## src/design/axi_rd_pkg.sv

```systemverilog
package axi_rd_pkg;

	// bus widths
	localparam int DATA_W     = 64;
	localparam int ADDR_W     = 32;
	localparam int ID_W       = 4;
	localparam int LEN_W      = 8;    // beats minus one
	localparam int SIZE_W     = 3;
	localparam int CPU_SIZE_W = 2;
	localparam int RESP_W     = 2;
	localparam int LANE_W     = 3;    // byte offset inside one beat
	localparam int NUM_LANES  = DATA_W / 8;

	// cpu size codes
	localparam logic [CPU_SIZE_W-1:0] CPU_SIZE_B1 = 2'd0;
	localparam logic [CPU_SIZE_W-1:0] CPU_SIZE_B2 = 2'd1;
	localparam logic [CPU_SIZE_W-1:0] CPU_SIZE_B4 = 2'd2;
	localparam logic [CPU_SIZE_W-1:0] CPU_SIZE_B8 = 2'd3;

	// axi arsize encodings
	localparam logic [SIZE_W-1:0] AXI_SIZE_B1 = 3'd0;
	localparam logic [SIZE_W-1:0] AXI_SIZE_B2 = 3'd1;
	localparam logic [SIZE_W-1:0] AXI_SIZE_B4 = 3'd2;
	localparam logic [SIZE_W-1:0] AXI_SIZE_B8 = 3'd3;

	// response codes
	localparam logic [RESP_W-1:0] RESP_OKAY   = 2'd0;
	localparam logic [RESP_W-1:0] RESP_SLVERR = 2'd2;

	// read fsm state codes
	localparam int ST_W = 2;
	localparam logic [ST_W-1:0] ST_IDLE = 2'd0;
	localparam logic [ST_W-1:0] ST_ADDR = 2'd1;
	localparam logic [ST_W-1:0] ST_DATA = 2'd2;

endpackage

```

## src/design/axi_rd_ctrl.sv

```systemverilog
module axi_rd_ctrl (
	input  logic                          clk,
	input  logic                          reset_n,
	input  logic                          cpu_ar_valid_i,
	input  logic                          axi_ar_ready_i,
	input  logic                          axi_r_valid_i,
	input  logic                          axi_r_last_i,
	input  logic [axi_rd_pkg::LEN_W-1:0]  len_i,
	output logic                          cpu_ar_ready_o,
	output logic                          axi_ar_valid_o,
	output logic                          axi_r_ready_o,
	output logic                          req_take_o,
	output logic                          beat_take_o
);

	logic [axi_rd_pkg::ST_W-1:0]  state;
	logic [axi_rd_pkg::ST_W-1:0]  state_nxt;
	logic [axi_rd_pkg::LEN_W-1:0] beat_cnt;
	logic                         ar_done;
	logic                         final_beat;
	logic                         burst_done;

	// ready/valid straight from the state register
	assign cpu_ar_ready_o = (state == axi_rd_pkg::ST_IDLE);
	assign axi_ar_valid_o = (state == axi_rd_pkg::ST_ADDR);
	assign axi_r_ready_o  = (state == axi_rd_pkg::ST_DATA);

	// handshake decode
	assign req_take_o  = cpu_ar_valid_i & cpu_ar_ready_o;
	assign ar_done     = axi_ar_valid_o & axi_ar_ready_i;
	assign beat_take_o = axi_r_valid_i & axi_r_ready_o;
	assign burst_done  = beat_take_o & axi_r_last_i;

	assign final_beat = (beat_cnt == len_i);

	always_ff @(posedge clk) begin
		if (!reset_n) begin
			state <= axi_rd_pkg::ST_IDLE;
		end else begin
			state <= state_nxt;
		end
	end

	always_comb begin
		state_nxt = state;
		case (state)
			axi_rd_pkg::ST_IDLE: begin
				if (req_take_o) begin
					state_nxt = axi_rd_pkg::ST_ADDR;
				end
			end
			axi_rd_pkg::ST_ADDR: begin
				if (ar_done) begin
					state_nxt = axi_rd_pkg::ST_DATA;
				end
			end
			axi_rd_pkg::ST_DATA: begin
				if (burst_done) begin   // slave marks the end
					state_nxt = axi_rd_pkg::ST_IDLE;
				end
			end
			default: begin
				state_nxt = axi_rd_pkg::ST_IDLE;
			end
		endcase
	end

	// beats seen so far in this burst
	always_ff @(posedge clk) begin
		if (!reset_n) begin
			beat_cnt <= '0;
		end else if (req_take_o) begin
			beat_cnt <= '0;
		end else if (beat_take_o) begin
			beat_cnt <= beat_cnt + 1'b1;
		end
	end

	// slave must flag last on beat len+1 and on no other
	a_last_on_final: assert property (
		@(posedge clk) disable iff (!reset_n)
		beat_take_o |-> (axi_r_last_i == final_beat)
	) else $error("axi_rd_ctrl: rlast at beat %0d, len %0d", beat_cnt, len_i);

	// arvalid must not be withdrawn before the slave takes it
	a_ar_hold: assert property (
		@(posedge clk) disable iff (!reset_n)
		axi_ar_valid_o && !axi_ar_ready_i |=> axi_ar_valid_o
	) else $error("axi_rd_ctrl: arvalid dropped without arready");

	a_ready_excl: assert property (
		@(posedge clk) disable iff (!reset_n)
		!(cpu_ar_ready_o && axi_r_ready_o)
	) else $error("axi_rd_ctrl: cpu ready and rready both high");

endmodule

```

## src/design/axi_ar_gen.sv

```systemverilog
module axi_ar_gen (
	input  logic                               clk,
	input  logic                               reset_n,
	input  logic                               req_take_i,
	input  logic [axi_rd_pkg::ID_W-1:0]        cpu_id_i,
	input  logic [axi_rd_pkg::ADDR_W-1:0]      cpu_addr_i,
	input  logic [axi_rd_pkg::LEN_W-1:0]       cpu_len_i,
	input  logic [axi_rd_pkg::CPU_SIZE_W-1:0]  cpu_size_i,
	output logic [axi_rd_pkg::ID_W-1:0]        axi_ar_id_o,
	output logic [axi_rd_pkg::ADDR_W-1:0]      axi_ar_addr_o,
	output logic [axi_rd_pkg::LEN_W-1:0]       axi_ar_len_o,
	output logic [axi_rd_pkg::SIZE_W-1:0]      axi_ar_size_o,
	output logic [axi_rd_pkg::LANE_W-1:0]      lane_off_o,
	output logic [axi_rd_pkg::CPU_SIZE_W-1:0]  size_code_o,
	output logic [axi_rd_pkg::LEN_W-1:0]       len_o
);

	logic [axi_rd_pkg::SIZE_W-1:0] ar_size;
	logic [axi_rd_pkg::ADDR_W-1:0] ar_addr;

	// cpu size code -> arsize
	always_comb begin
		case (cpu_size_i)
			axi_rd_pkg::CPU_SIZE_B1: ar_size = axi_rd_pkg::AXI_SIZE_B1;
			axi_rd_pkg::CPU_SIZE_B2: ar_size = axi_rd_pkg::AXI_SIZE_B2;
			axi_rd_pkg::CPU_SIZE_B4: ar_size = axi_rd_pkg::AXI_SIZE_B4;
			axi_rd_pkg::CPU_SIZE_B8: ar_size = axi_rd_pkg::AXI_SIZE_B8;
			default:                 ar_size = axi_rd_pkg::AXI_SIZE_B8;
		endcase
	end

	// bus address is always on a beat boundary
	assign ar_addr = {cpu_addr_i[axi_rd_pkg::ADDR_W-1:axi_rd_pkg::LANE_W],
		{axi_rd_pkg::LANE_W{1'b0}}};

	// ar channel payload, held for the whole burst
	always_ff @(posedge clk) begin
		if (!reset_n) begin
			axi_ar_id_o   <= '0;
			axi_ar_addr_o <= '0;
			axi_ar_len_o  <= '0;
			axi_ar_size_o <= '0;
		end else if (req_take_i) begin
			axi_ar_id_o   <= cpu_id_i;
			axi_ar_addr_o <= ar_addr;
			axi_ar_len_o  <= cpu_len_i;
			axi_ar_size_o <= ar_size;
		end
	end

	// kept for lane masking of every beat
	always_ff @(posedge clk) begin
		if (!reset_n) begin
			lane_off_o  <= '0;
			size_code_o <= '0;
		end else if (req_take_i) begin
			lane_off_o  <= cpu_addr_i[axi_rd_pkg::LANE_W-1:0];
			size_code_o <= cpu_size_i;
		end
	end

	assign len_o = axi_ar_len_o;   // beat count for the controller

endmodule

```

## src/design/axi_r_lane_mask.sv

```systemverilog
module axi_r_lane_mask (
	input  logic                               clk,
	input  logic                               reset_n,
	input  logic                               beat_take_i,
	input  logic [axi_rd_pkg::DATA_W-1:0]      axi_r_data_i,
	input  logic [axi_rd_pkg::RESP_W-1:0]      axi_r_resp_i,
	input  logic                               axi_r_last_i,
	input  logic [axi_rd_pkg::LANE_W-1:0]      lane_off_i,
	input  logic [axi_rd_pkg::CPU_SIZE_W-1:0]  size_code_i,
	output logic                               cpu_r_valid_o,
	output logic [axi_rd_pkg::DATA_W-1:0]      cpu_r_data_o,
	output logic [axi_rd_pkg::RESP_W-1:0]      cpu_r_resp_o,
	output logic                               cpu_r_last_o
);

	logic [axi_rd_pkg::LANE_W:0]          n_bytes;    // 1..8
	logic [2*axi_rd_pkg::NUM_LANES-1:0]   span;
	logic [2*axi_rd_pkg::NUM_LANES-1:0]   span_shift;
	logic [axi_rd_pkg::NUM_LANES-1:0]     byte_en;
	logic [axi_rd_pkg::DATA_W-1:0]        data_mask;

	assign n_bytes = {{axi_rd_pkg::LANE_W{1'b0}}, 1'b1} << size_code_i;

	// run of n_bytes ones, moved up to the addressed lane
	assign span       = ({{(2*axi_rd_pkg::NUM_LANES-1){1'b0}}, 1'b1} << n_bytes) - 1'b1;
	assign span_shift = span << lane_off_i;
	assign byte_en    = span_shift[axi_rd_pkg::NUM_LANES-1:0];   // lanes past 7 fall off

	genvar g;
	generate
		for (g = 0; g < axi_rd_pkg::NUM_LANES; g++) begin : g_lane
			assign data_mask[8*g +: 8] = {8{byte_en[g]}};
		end
	endgenerate

	always_ff @(posedge clk) begin
		if (!reset_n) begin
			cpu_r_valid_o <= 1'b0;
		end else begin
			cpu_r_valid_o <= beat_take_i;   // one pulse per beat
		end
	end

	// beat payload, data stays in its own lanes
	always_ff @(posedge clk) begin
		if (beat_take_i) begin
			cpu_r_data_o <= axi_r_data_i & data_mask;
			cpu_r_resp_o <= axi_r_resp_i;
			cpu_r_last_o <= axi_r_last_i;
		end
	end

	// the pulse that ends a burst is never stretched
	a_valid_pulse: assert property (
		@(posedge clk) disable iff (!reset_n)
		cpu_r_valid_o && cpu_r_last_o |=> !cpu_r_valid_o
	) else $error("axi_r_lane_mask: cpu_r_valid_o held past the last beat");

endmodule

```

## src/design/axi_rd_bridge.sv

```systemverilog
module axi_rd_bridge (
	input  logic                               clk,
	input  logic                               reset_n,

	// cpu request
	input  logic                               cpu_ar_valid_i,
	input  logic [axi_rd_pkg::ID_W-1:0]        cpu_id_i,
	input  logic [axi_rd_pkg::ADDR_W-1:0]      cpu_addr_i,
	input  logic [axi_rd_pkg::LEN_W-1:0]       cpu_len_i,
	input  logic [axi_rd_pkg::CPU_SIZE_W-1:0]  cpu_size_i,
	output logic                               cpu_ar_ready_o,

	// cpu result
	output logic                               cpu_r_valid_o,
	output logic [axi_rd_pkg::DATA_W-1:0]      cpu_r_data_o,
	output logic [axi_rd_pkg::RESP_W-1:0]      cpu_r_resp_o,
	output logic                               cpu_r_last_o,

	// axi ar
	output logic                               axi_ar_valid_o,
	input  logic                               axi_ar_ready_i,
	output logic [axi_rd_pkg::ID_W-1:0]        axi_ar_id_o,
	output logic [axi_rd_pkg::ADDR_W-1:0]      axi_ar_addr_o,
	output logic [axi_rd_pkg::LEN_W-1:0]       axi_ar_len_o,
	output logic [axi_rd_pkg::SIZE_W-1:0]      axi_ar_size_o,

	// axi r
	input  logic                               axi_r_valid_i,
	output logic                               axi_r_ready_o,
	input  logic [axi_rd_pkg::DATA_W-1:0]      axi_r_data_i,
	input  logic [axi_rd_pkg::RESP_W-1:0]      axi_r_resp_i,
	input  logic                               axi_r_last_i
);

	logic                              req_take;
	logic                              beat_take;
	logic [axi_rd_pkg::LANE_W-1:0]     lane_off;
	logic [axi_rd_pkg::CPU_SIZE_W-1:0] size_code;
	logic [axi_rd_pkg::LEN_W-1:0]      burst_len;

	axi_rd_ctrl u_ctrl (
		.clk            (clk),
		.reset_n        (reset_n),
		.cpu_ar_valid_i (cpu_ar_valid_i),
		.axi_ar_ready_i (axi_ar_ready_i),
		.axi_r_valid_i  (axi_r_valid_i),
		.axi_r_last_i   (axi_r_last_i),
		.len_i          (burst_len),
		.cpu_ar_ready_o (cpu_ar_ready_o),
		.axi_ar_valid_o (axi_ar_valid_o),
		.axi_r_ready_o  (axi_r_ready_o),
		.req_take_o     (req_take),
		.beat_take_o    (beat_take)
	);

	axi_ar_gen u_ar_gen (
		.clk           (clk),
		.reset_n       (reset_n),
		.req_take_i    (req_take),
		.cpu_id_i      (cpu_id_i),
		.cpu_addr_i    (cpu_addr_i),
		.cpu_len_i     (cpu_len_i),
		.cpu_size_i    (cpu_size_i),
		.axi_ar_id_o   (axi_ar_id_o),
		.axi_ar_addr_o (axi_ar_addr_o),
		.axi_ar_len_o  (axi_ar_len_o),
		.axi_ar_size_o (axi_ar_size_o),
		.lane_off_o    (lane_off),
		.size_code_o   (size_code),
		.len_o         (burst_len)
	);

	axi_r_lane_mask u_lane_mask (
		.clk           (clk),
		.reset_n       (reset_n),
		.beat_take_i   (beat_take),
		.axi_r_data_i  (axi_r_data_i),
		.axi_r_resp_i  (axi_r_resp_i),
		.axi_r_last_i  (axi_r_last_i),
		.lane_off_i    (lane_off),
		.size_code_i   (size_code),
		.cpu_r_valid_o (cpu_r_valid_o),
		.cpu_r_data_o  (cpu_r_data_o),
		.cpu_r_resp_o  (cpu_r_resp_o),
		.cpu_r_last_o  (cpu_r_last_o)
	);

endmodule

```

## config.mk

```make
export PLATFORM = sky130hd
export DESIGN_NAME = axi_rd_bridge
export DESIGN_NICKNAME = d
export VERILOG_FILES = /design/src/design/axi_rd_pkg.sv /design/src/design/axi_rd_ctrl.sv /design/src/design/axi_ar_gen.sv /design/src/design/axi_r_lane_mask.sv /design/src/design/axi_rd_bridge.sv
export SDC_FILE = /design/constraint.sdc
export NUM_CORES = 1
export LEC_CHECK = 0
export ABC_AREA = 1
export BUFFER_PORTS_ARGS = -buffer_cell sky130_fd_sc_hd__buf_2
export CAP_MARGIN = 20
export CORE_MARGIN = 4
export CORE_UTILIZATION = 30
export CTS_CLUSTER_DIAMETER = 80
export DETAILED_ROUTE_END_ITERATION = 8
export GPL_TIMING_DRIVEN = 1
export HOLD_SLACK_MARGIN = 0.08
export SETUP_SLACK_MARGIN = 0.3
export SLEW_MARGIN = 20
export SYNTH_ARGS = -nofsm -noshare
export SYNTH_HDL_FRONTEND = slang
export SYNTH_SLANG_ARGS = --single-unit
```

## constraint.sdc

```tcl
create_clock -name clk -period 2.3 [get_ports clk]
set_clock_uncertainty 0.15 [all_clocks]
set_input_delay 0.23 -clock clk [delete_from_list [all_inputs] [get_ports clk]]
set_output_delay 0.23 -clock clk [all_outputs]
set_load 0.01 [all_outputs]
```

Word-level counts from Yosys, hierarchy flattened:

Index checks and enable logic that the tools add are counted.

* add/subtract/negate cells: 1
* shift-type cells: 3
* equal/unequal tests: 8
* bitwise operators: 5
* multiplexer cells: 5
* reductions and logical operators: 3

Operators by type and width (count)
* bitwise AND 64 bit: 1
* left shift 1 x 4 -> 16 bit (first input constant): 1
* left shift 16 x 3 -> 8 bit: 1
* subtractor 16 x 1 -> 16 bit (second input constant): 1
* one-hot mux 3 bit (4 select lines): 1
* == test 2 bit (second input constant): 3
* 2-to-1 mux 2 bit: 3
* != test 2 bit (second input constant): 3
* one-hot mux 2 bit (3 select lines): 1
* bitwise AND 1 bit: 4
* == test 2 x 1 -> 1 bit (second input constant): 2
* logical NOT 2 bit: 2
* left shift 1 x 2 -> 4 bit (first input constant): 1
* AND reduction 3 bit: 1

* input bits: 118
* register bits after elaboration: 119
* output and inout port bits: 118

Longest topological paths before layout:

Gate-level depths: netlist of the first run.

* depth after elaboration: 5
* gate-level depth with buffers: 6
* depth with buffers taken out: 6

Cells and area by module:

Synthesis of the first run repeated with hierarchy kept, for this count alone.

* cell total of the unflattened synthesis: 468
* area total of the unflattened synthesis: 4636.9 µm²

By module, submodules not included
* axi_r_lane_mask: area each 2673.8 µm², cells each 229, instances 1, sequential area each 2031.9 µm²
* axi_ar_gen: area each 1830.5 µm², cells each 219, instances 1, sequential area each 960.9 µm²
* axi_rd_ctrl: area each 132.6 µm², cells each 20, instances 1, sequential area each 40.0 µm²

Least setup slack after synthesis of the first run:

Ideal clock, no wire load.

* path type: register to register
* from: register u_ctrl.state[1] in the netlist's numbering
* to: register u_lane_mask.cpu_r_data_o[0] in the netlist's numbering (enable)
* cell stages (with the launch flop): 5
* path slack: -0.344 ns
* setup time: 0.421 ns
* buffers on the path: 0
* arrival time: 2.073 ns
* required time: 1.729 ns
* cells stage by stage: dfxtp_1 -> inv_1 -> nor2_1 -> nand2_1 -> inv_1

* cells in the longest elaborated chain, start to end: 2

Ends and longest elaborated chain
* from (decl): RTL line axi_rd_ctrl.sv:16 `logic [axi_rd_pkg::ST_W-1:0] state;`
* from (signal assigned): RTL line axi_rd_ctrl.sv:38 `state <= axi_rd_pkg::ST_IDLE;`
* from (signal assigned): RTL line axi_rd_ctrl.sv:40 `state <= state_nxt;`
* == test 2 bit: RTL line axi_rd_ctrl.sv:26 `assign axi_r_ready_o = (state == axi_rd_pkg::ST_DATA);`
* net axi_r_ready_o: RTL line axi_rd_bridge.sv:29 `output logic axi_r_ready_o,`
* bitwise AND 1 bit: RTL line axi_rd_ctrl.sv:31 `assign beat_take_o = axi_r_valid_i & axi_r_ready_o;`
* net beat_take: RTL line axi_rd_bridge.sv:36 `logic beat_take;`
* to (signal assigned): RTL line axi_r_lane_mask.sv:47 `cpu_r_data_o <= axi_r_data_i & data_mask;`
* to (decl): RTL line axi_r_lane_mask.sv:11 `output logic [axi_rd_pkg::DATA_W-1:0] cpu_r_data_o,`

The timed path passes the listed nets, and every way through them passes these cells.
A chain may end at the register's enable or synchronous reset.

Worst setup path in the final report of the first run:

* from: register u_ctrl.state[1] in the netlist's numbering
* to: register u_ar_gen.axi_ar_size_o[0] in the netlist's numbering

* cells in the longest elaborated chain, start to end: 2

Ends and longest elaborated chain
* logical NOT 2 bit: RTL line axi_rd_ctrl.sv:24 `assign cpu_ar_ready_o = (state == axi_rd_pkg::ST_IDLE);`
* bitwise AND 1 bit: RTL line axi_rd_ctrl.sv:29 `assign req_take_o = cpu_ar_valid_i & cpu_ar_ready_o;`
* to (signal assigned): RTL line axi_ar_gen.sv:47 `axi_ar_size_o <= ar_size;`
* to (decl): RTL line axi_ar_gen.sv:12 `output logic [axi_rd_pkg::SIZE_W-1:0] axi_ar_size_o,`

Every way passes these cells.

==> results.yml, run 1 <==
floorplan:
  die_h_um: 130
  design.core.area_um2: 14500
  die-area_um2: 16800
  start_util: 0.306
  die_w_um: 130
  boundaryPins: 236
  rows: 44
routing:
  drtPass1Iterations: 4
  wl_per_cell_um: 13.3
  antenna_left: 0
  dr.first_iter.drc_count: 201
  viasPerCell: 4.14
  dr_total_vias: 4161
  post-route-drc-count: 0
  totalWireLength_mm: 13.4
worst_hold_path:
  hold_class: "in -> reg"
  hold_start: "reset_n"
  whs_path_depth: 3
  whs_endpoint: "u_ar_gen.axi_ar_addr_o[15]"
finish:
  drive_above_1_share: 0.339
  areaGrowthSynthToFinish_pct: 69.3
  n_antenna_cell: 0
  final_cell_mix: "buf_2 (231), nor2_1 (152), dlygate4sd3_1 (116)"
  fillers: 1292
  multi_input_area_um2: 1030
  seqCellArea_um2: 3040
  final_common_cell: "buf_2"
  fin_nets: 926
clock_network:
  cts_tree: "built"
  cts_buffer_depth: 2
  clk_pin_slew_ns: 0.06
  htree_levels: 4
  cts_sinks: 118
  cts_resized: 0
  insertion_delay_ns: 0.41
  cts_buffers: 17
  cts_root_buffer: "clkbuf_16"
global_routing:
  antenna_found_initial: 0
  grt_use_total: 0.157
  grt_max_degree: 68
  overflow: 0
  grt_first_pass_wirelength_mm: 20.4
  grt_pass1_vias: 4112
critical_path:
  worstPathArrival_ns: 1.83
  cp_top_family: "simple AND/OR/NAND/NOR gates"
  rrSetupSlack_ns: 0.64
  slowest_stage: "inv_4"
  cp-end-kind: "flop"
  rr_endpoint: "u_ar_gen.axi_ar_size_o[0]"
  worstSetupPathType: "reg -> reg"
  crit_fanout: 44
  r2r-start: "u_ctrl.state[1]"
  required_ns: 2.48
  crit_chain: "nor2_4 -> nand2_4 -> inv_4 -> nand2_1 -> a21oi_1"
  worst_setup_path_start_kind: "flop"
  cpPeakStageDelay_ns: 0.43
  cp-startpoint: "u_ctrl.state[1]"
  reg2regPathDepth: 5
  path_buf_inv: 1
placed_design:
  io_buffers: 231
  place_congestion: 0.778
  dpl.hpwl_mm: 8.69
power:
  ir_worst_vdd_mv: 0.401
  p_leak_nw: 3.62
  p_per_area_nw_per_um2: 767
sta:
  rsz0062_at_grt: "false"
  fin_crit_ns: 1.66
  slew_violations: 0
  setup_viol: 0
  max_freq_ghz: 0.604
  hold_ws_ns: 0.175
  hold_viol_final: 0
  fin_tns_setup_ns: 0
  fin_crit_sh: 0.720
synth:
  seq_area_frac_synth: 0.682
  ys.warnings.count: 0
  synth_cells: 453
  ys_ff_latch: 118
  ys_types: 21
  synthesis.area_um2: 4450
  syn_area_per_cell_um2: 9.82
run_status:
  status: "finished, final reports clean"
job:
  max_cap_viol_count: 0
## synth_stat cells
cell type / n / share of area
a21oi_1: 9 / 0.010
buf_2: 1 / 0.0011
buf_4: 5 / 0.0084
buf_6: 4 / 0.010
clkbuf_1: 4 / 0.0034
clkbuf_2: 3 / 0.0034
conb_1: 1 / 0.00084
dfxtp_1: 51 / 0.23
edfxtp_1: 67 / 0.45
inv_1: 72 / 0.061
inv_2: 1 / 0.00084
inv_4: 1 / 0.0014
nand2_1: 25 / 0.021
nand2_2: 1 / 0.0014
nand2_4: 1 / 0.0025
nand3_1: 3 / 0.0034
nand3_2: 1 / 0.0023
nor2_1: 153 / 0.13
nor2_4: 1 / 0.0025
o21ai_0: 32 / 0.036
o21ai_1: 17 / 0.019
## timing repair
item	CTS	global route
setup buffers	0	0
hold buffers	116	0
hold endpoints to repair	118	0
## metrics by stage
| step | total power [W] | std cells | util | setup WS, ns | cell area [um^2] |
|---|---|---|---|---|---|
| floorplan | 0.00276 | 456 | - | 0.286 | 4470 |
| global placement | 0.00301 | 857 | 0.397 | 0.673 | 5770 |
| detailed placement | 0.00302 | 857 | 0.397 | 0.655 | 5770 |
| CTS | 0.00584 | 1005 | 0.518 | 0.630 | 7530 |
| global route | 0.00604 | 1005 | 0.518 | 0.476 | 7530 |
| finish | 0.00577 | 1005 | 0.518 | 0.645 | 7530 |
## worst max path at each step
stage / endpoint / slack, ns / cells past startpoint
after floorplan: u_lane_mask.cpu_r_data_o[0] / 0.29 / 4
after global placement: u_ar_gen.size_code_o[0] / 0.67 / 5
after global routing: u_ar_gen.size_code_o[0] / 0.48 / 5
after CTS: u_ar_gen.axi_ar_size_o[0] / 0.63 / 5
after detailed placement: u_ar_gen.size_code_o[0] / 0.66 / 5
final: u_ar_gen.axi_ar_size_o[0] / 0.64 / 5
## flip-flops by register name, indices dropped and copies added (netlist names)
name,flops
u_ar_gen.lane_off_o,3
u_ar_gen.axi_ar_addr_o,29
u_lane_mask.cpu_r_valid_o,1
u_ar_gen.axi_ar_len_o,8
u_ar_gen.size_code_o,2
u_lane_mask.cpu_r_last_o,1
u_lane_mask.cpu_r_resp_o,2
u_ar_gen.axi_ar_size_o,2
u_ar_gen.axi_ar_id_o,4
u_lane_mask.cpu_r_data_o,64
u_ctrl.state,2
## final cells by class
| cell class | instances | share of cell area |
|---|---|---|
| inverter | 74 | 0.0377 |
| tap | 184 | 0.0306 |
| clock buffer | 17 | 0.0565 |
| clock inverter | 15 | 0.0223 |
| multi-input combinational | 247 | 0.137 |
| timing repair buffer | 350 | 0.313 |
| sequential | 118 | 0.403 |
## report_power, final
group          switching (W)  total (W)  internal [W]
logic               0.000379   0.000733      0.000354
registers          0.0000504    0.00239       0.00234
clock network        0.00103    0.00265       0.00162
total                0.00146    0.00577       0.00431
## cells by family (layout without fill, tap and decap cells)
family / Yosys count / after routing / share of synthesized area
buffers and inverters: 91 / 456 / 0.0895
and+or+nand+nor: 185 / 185 / 0.162
DFF: 118 / 118 / 0.682
AOI/OAI and AO/OA: 58 / 58 / 0.0653
other: 1 / 4 / 0.000843
## worst register-to-register path: stages (launching register included)
cell,delay [ns]
dfxtp_2,0.34
nor2_4,0.13
nand2_4,0.22
inv_4,0.44
nand2_1,0.15
a21oi_1,0.14
## metal layers
| layer | routed length [um] | track usage | vias up | part of all wire |
|---|---|---|---|---|
| li1 | - | - | 2125 | - |
| met4 | 179 | 0.0550 | 0 | 0.013 |
| met5 | 0 | 0 | - | 0 |
| met3 | 1400 | 0.0585 | 15 | 0.11 |
| met1 | 5250 | 0.177 | 1834 | 0.39 |
| met2 | 6530 | 0.272 | 187 | 0.49 |
Note: power is estimated with default switching activity, not from simulation.
==> run 2: changes to the inputs <==
==> constraint.sdc (replaced) <==
create_clock -name clk -period 1.6 [get_ports clk]
set_clock_uncertainty 0.15 [all_clocks]
set_input_delay 0.16 -clock clk [delete_from_list [all_inputs] [get_ports clk]]
set_output_delay 0.16 -clock clk [all_outputs]
set_load 0.01 [all_outputs]
==> results.yml, run 2 (synthesis results as in run 1) <==
run_status:
  status: "finished with violations"
  violations: "negative hold slack"
routing:
  drtPass1Iterations: 4
  dr_total_vias: 4432
  viasPerCell: 4.28
  totalWireLength_mm: 15.7
  wl_per_cell_um: 15.2
  dr.first_iter.drc_count: 148
  post-route-drc-count: 0
  antenna_left: 0
floorplan:
  rows: 44
  die_w_um: 130
  design.core.area_um2: 14500
  boundaryPins: 236
  die_h_um: 130
  start_util: 0.306
  die-area_um2: 16800
clock_network:
  cts_buffer_depth: 2
  clk_pin_slew_ns: 0.06
  cts_sinks: 118
  cts_root_buffer: "clkbuf_16"
  cts_tree: "built"
  htree_levels: 4
  insertion_delay_ns: 0.41
  ctsHoldBuffers: 116
  cts_buffers: 17
finish:
  drive_above_1_share: 0.455
  largest-register: "u_lane_mask.cpu_r_data_o"
  n_antenna_cell: 0
  reg_top3: "u_lane_mask.cpu_r_data_o x64, u_ar_gen.axi_ar_addr_o x29, u_ar_gen.axi_ar_len_o x8"
  fin_util: 0.581
  final_cell_mix: "buf_2 (228), nor2_1 (135), dlygate4sd3_1 (116)"
  fin_nets: 956
  areaGrowthSynthToFinish_pct: 89.9
  final_common_cell: "buf_2"
  largest_reg_flops: 64
  stdcell_count: 1035
global_routing:
  grt_use_total: 0.165
  grt_first_pass_wirelength_mm: 21.3
  grt_max_degree: 35
  antenna_found_initial: 0
  overflow: 0
  grt_pass1_vias: 4322
sta:
  rsz0062_at_grt: "true"
  hold_ws_ns: -0.139
  fin_crit_sh: 0.893
  max_freq_ghz: 0.700
  setup_slack_ns: 0.171
  hold_viol_final: 2
  fin_crit_ns: 1.43
  slew_violations: 0
  setup_viol: 0
critical_path:
  required_ns: 1.76
  reg2regPathDepth: 6
  cp-end-kind: "flop"
  crit_fanout: 8
  crit_chain: "nor2_4 -> nand2_8 -> buf_4 -> clkbuf_16 -> o21ai_1 -> nor2_1"
  slowest_stage: "dfxtp_4"
  cpPeakStageDelay_ns: 0.36
  cp_top_family: "flip-flops"
  crit_cells: 6
  worst_setup_path_start_kind: "flop"
  worstSetupPathType: "reg -> reg"
  worstPathArrival_ns: 1.59
  path_buf_inv: 2
placed_design:
  dp_cells: 864
  io_buffers: 231
  pre_cts_ws_ns: 0.164
  dpl.hpwl_mm: 8.99
  place_congestion: 0.790
power:
  p_sw_frac: 0.264
  clockPowerShare: 0.422
  p_leak_nw: 3.99
  ir_worst_vdd_mv: 0.631
  p_per_area_nw_per_um2: 1000
  pwr-share-comb: 0.170
  p_int_w: 0.00624
  p_switching_w: 0.00224
  p_seq_frac: 0.408
job:
  max_cap_viol_count: 0
worst_hold_path:
  hold_class: "in -> reg"
  whs_path_depth: 3
run 2: power by group through the flow:
stage	clock network (W)	registers [W]	logic (W)
6_report	0.00358	0.00346	0.00144
3_5_place_dp	0	0.00350	0.000866
3_3_place_gp	0	0.00349	0.000862
2_1_floorplan	0	0.00356	0.000407
4_1_cts	0.00367	0.00344	0.00113
5_1_grt	0.00384	0.00347	0.00157
run 2: worst paths after layout:
check | from | slack (ns) | endpoint
worst max-delay path | u_ctrl.state[1] | 0.17 | u_ar_gen.axi_ar_addr_o[26]
worst min-delay path | axi_r_valid_i | -0.14 | u_lane_mask.cpu_r_valid_o
worst max register to register | u_ctrl.state[1] | 0.17 | u_ar_gen.axi_ar_addr_o[26]
worst min register to register | u_ar_gen.axi_ar_len_o[3] | 0.32 | u_ar_gen.axi_ar_len_o[3]
run 2: repair_timing:
| item | in CTS | in global routing |
|---|---|---|
| setup buffers | 3 | 6 |
| pin swaps | 1 | 15 |
| gates cloned | 2 | 12 |
| hold endpoints to repair | 118 | 2 |
| resized for setup | 20 | 136 |
| endpoints found under the setup margin | 125 | 188 |
run 2: worst reg2reg max path, delay by kind of cell, from the launching register on:
kind	cells	cell delay (ns)
AO/OA/AOI/OAI	1	0.13
buffers and inverters	2	0.33
AND/OR/NAND/NOR	3	0.36
flip-flops	1	0.36
run 2: metrics by stage:
stage	hold WS, ns	power (W)	setup TNS [ns]	cell area, um^2
2_1_floorplan	0.109	0.00397	-27.74	4470
5_1_grt	-0.136	0.00889	0	8450
3_3_place_gp	0.195	0.00435	0	5860
3_5_place_dp	0.195	0.00436	0	5860
6_report	-0.139	0.00848	0	8450
4_1_cts	-0.150	0.00824	0	7730
run 2: cell type report:
| type | instances | area (um^2) |
|---|---|---|
| Clock buffer | 17 | 425 |
| Inverter | 74 | 304 |
| Tap cell | 184 | 230 |
| Fill cell | 1176 | 6090 |
| Clock inverter | 15 | 130 |
| Multi-Input combinational cell | 247 | 1350 |
| Sequential cell | 118 | 3050 |
| Timing Repair Buffer | 380 | 2960 |
run 2: layer usage:
metal,vias to the layer above,GRT usage,wire (um)
met3,23,0.0606,1420
met5,-,0,0
met4,0,0.0593,268
li1,2196,-,-
met1,2007,0.179,5870
met2,206,0.296,8140
==> run 3: changes to the inputs <==
--- a/config.mk
+++ b/config.mk
@@ -13,7 +13,6 @@
 export CTS_CLUSTER_DIAMETER = 80
 export DETAILED_ROUTE_END_ITERATION = 8
 export GPL_TIMING_DRIVEN = 1
-export HOLD_SLACK_MARGIN = 0.08
 export SETUP_SLACK_MARGIN = 0.3
 export SLEW_MARGIN = 20
 export SYNTH_ARGS = -nofsm -noshare
==> results.yml, run 3 (synthesis results as in run 1) <==
critical_path:
  crit_fanout: 8
  worstPathArrival_ns: 1.59
  worst_setup_path_start_kind: "flop"
  worstSetupPathType: "reg -> reg"
  cp-end-kind: "flop"
  required_ns: 1.76
placed_design:
  place_congestion: 0.790
  place_area_um2: 5860
  dp_cells: 864
  dpl.hpwl_mm: 8.99
  io_buffers: 231
floorplan:
  start_util: 0.306
  design.core.area_um2: 14500
  die-area_um2: 16800
  die_w_um: 130
  rows: 44
  die_h_um: 130
  boundaryPins: 236
finish:
  final_common_cell: "buf_2"
  fillers: 1177
  fin_nets: 955
  final_cell_mix: "buf_2 (228), nor2_1 (135), dlygate4sd3_1 (115)"
  stdcell_count: 1034
  areaGrowthSynthToFinish_pct: 89.7
  largest-register: "u_lane_mask.cpu_r_data_o"
  seqCellArea_um2: 3050
  reg_top3: "u_lane_mask.cpu_r_data_o x64, u_ar_gen.axi_ar_addr_o x29, u_ar_gen.axi_ar_len_o x8"
  fin_area_um2: 8440
  drive_above_1_share: 0.455
  largest_reg_flops: 64
  multi_input_area_um2: 1350
  n_antenna_cell: 0
routing:
  wl_met3_mm: 1.42
  dr_total_vias: 4432
  antenna_left: 0
  dr_wl_met2_mm: 8.10
  totalWireLength_mm: 15.7
  drtPass1Iterations: 4
  post-route-drc-count: 0
  highest_layer: "met4"
  viasPerCell: 4.29
  wl_met1_mm: 5.88
  dr.first_iter.drc_count: 150
  wl_per_cell_um: 15.2
sta:
  hold_ws_ns: -0.139
  rsz0062_at_grt: "true"
  max_freq_ghz: 0.700
  fin_crit_ns: 1.43
  hold_viol_final: 2
  setup_viol: 0
  slew_violations: 0
  fin_crit_sh: 0.893
power:
  p_leak_nw: 3.99
  p_per_area_nw_per_um2: 1000
  pwr-share-comb: 0.170
  p_total_w: 0.00848
  p_sw_frac: 0.264
  ir_worst_vdd_mv: 0.631
  p_int_w: 0.00624
  p_seq_frac: 0.408
  clockPowerShare: 0.422
  p_switching_w: 0.00224
global_routing:
  grt_first_pass_wirelength_mm: 21.3
  overflow: 0
  grt_use_total: 0.165
  grt_pass1_vias: 4307
  antenna_found_initial: 0
  grt_max_degree: 35
job:
  max_cap_viol_count: 0
clock_network:
  cts_root_buffer: "clkbuf_16"
  cts_buffers: 17
  cts_tree: "built"
  cts_buffer_depth: 2
  htree_levels: 4
  clk_pin_slew_ns: 0.06
  ctsHoldBuffers: 115
  cts_sinks: 118
  insertion_delay_ns: 0.42
run_status:
  status: "finished with violations"
  violations: "negative hold slack"
worst_hold_path:
  hold_class: "in -> reg"
==> run 3: cell count changes in the layout (fill, tap and decap cells not counted), sizes merged <==
| cell | delta |
|---|---|
| dlygate4sd3 | -1 |
==> run 3: worst paths after layout <==
check	start	end	slack, ns	depth (start not counted)
max	u_ctrl.state[1]	u_ar_gen.axi_ar_addr_o[26]	0.17	6
min	axi_r_valid_i	u_lane_mask.cpu_r_valid_o	-0.14	3
max reg2reg	u_ctrl.state[1]	u_ar_gen.axi_ar_addr_o[26]	0.17	6
min reg2reg	u_ar_gen.axi_ar_len_o[3]	u_ar_gen.axi_ar_len_o[3]	0.32	2
==> run 3: timing repair <==
action	in CTS	in global routing
endpoints found under the setup margin	125	188
hold endpoints to repair	118	2
pin swaps	1	15
setup buffers	3	6
gates resized for setup	20	136
gates cloned	2	12
==> run 3: layout make-up <==
| cell class | count | area share |
|---|---|---|
| clock buffer | 17 | 0.0504 |
| multi-input combinational | 247 | 0.160 |
| clock inverter | 15 | 0.0154 |
| sequential | 118 | 0.362 |
| inverter | 74 | 0.0360 |
| tap | 184 | 0.0273 |
| timing repair buffer | 379 | 0.349 |
==> run 3: routing by layer <==
layer  vias up  track usage
met5         -            0
met4         0       0.0568
met3        23       0.0606
met2       194        0.296
met1      2021        0.179
li1       2194            -
==> run 3: power by group through the flow <==
stage	combinational, W	clock (W)	sequential [W]
finish	0.00144	0.00358	0.00346
global route	0.00157	0.00384	0.00347
CTS	0.00112	0.00367	0.00344
detailed placement	0.000866	0	0.00350
global placement	0.000862	0	0.00349
floorplan	0.000407	0	0.00356
==> run 3: worst max-delay path, stage by stage, from the launching register on <==
cell       delay [ns]
dfxtp_4          0.36
nor2_4           0.18
nand2_8          0.12
buf_4            0.16
clkbuf_16        0.16
o21ai_1          0.13
nor2_1           0.05
==> run 3: stage by stage <==
| step | utilization | TNS, ns | hold slack (ns) | setup WS [ns] |
|---|---|---|---|---|
| global placement | 0.403 | 0 | 0.195 | 0.180 |
| CTS | 0.531 | 0 | -0.150 | 0.145 |
| floorplan | - | -27.74 | 0.109 | -0.414 |
| detailed placement | 0.403 | 0 | 0.195 | 0.164 |
| global route | 0.580 | 0 | -0.136 | 0.103 |
| finish | 0.580 | 0 | -0.139 | 0.171 |
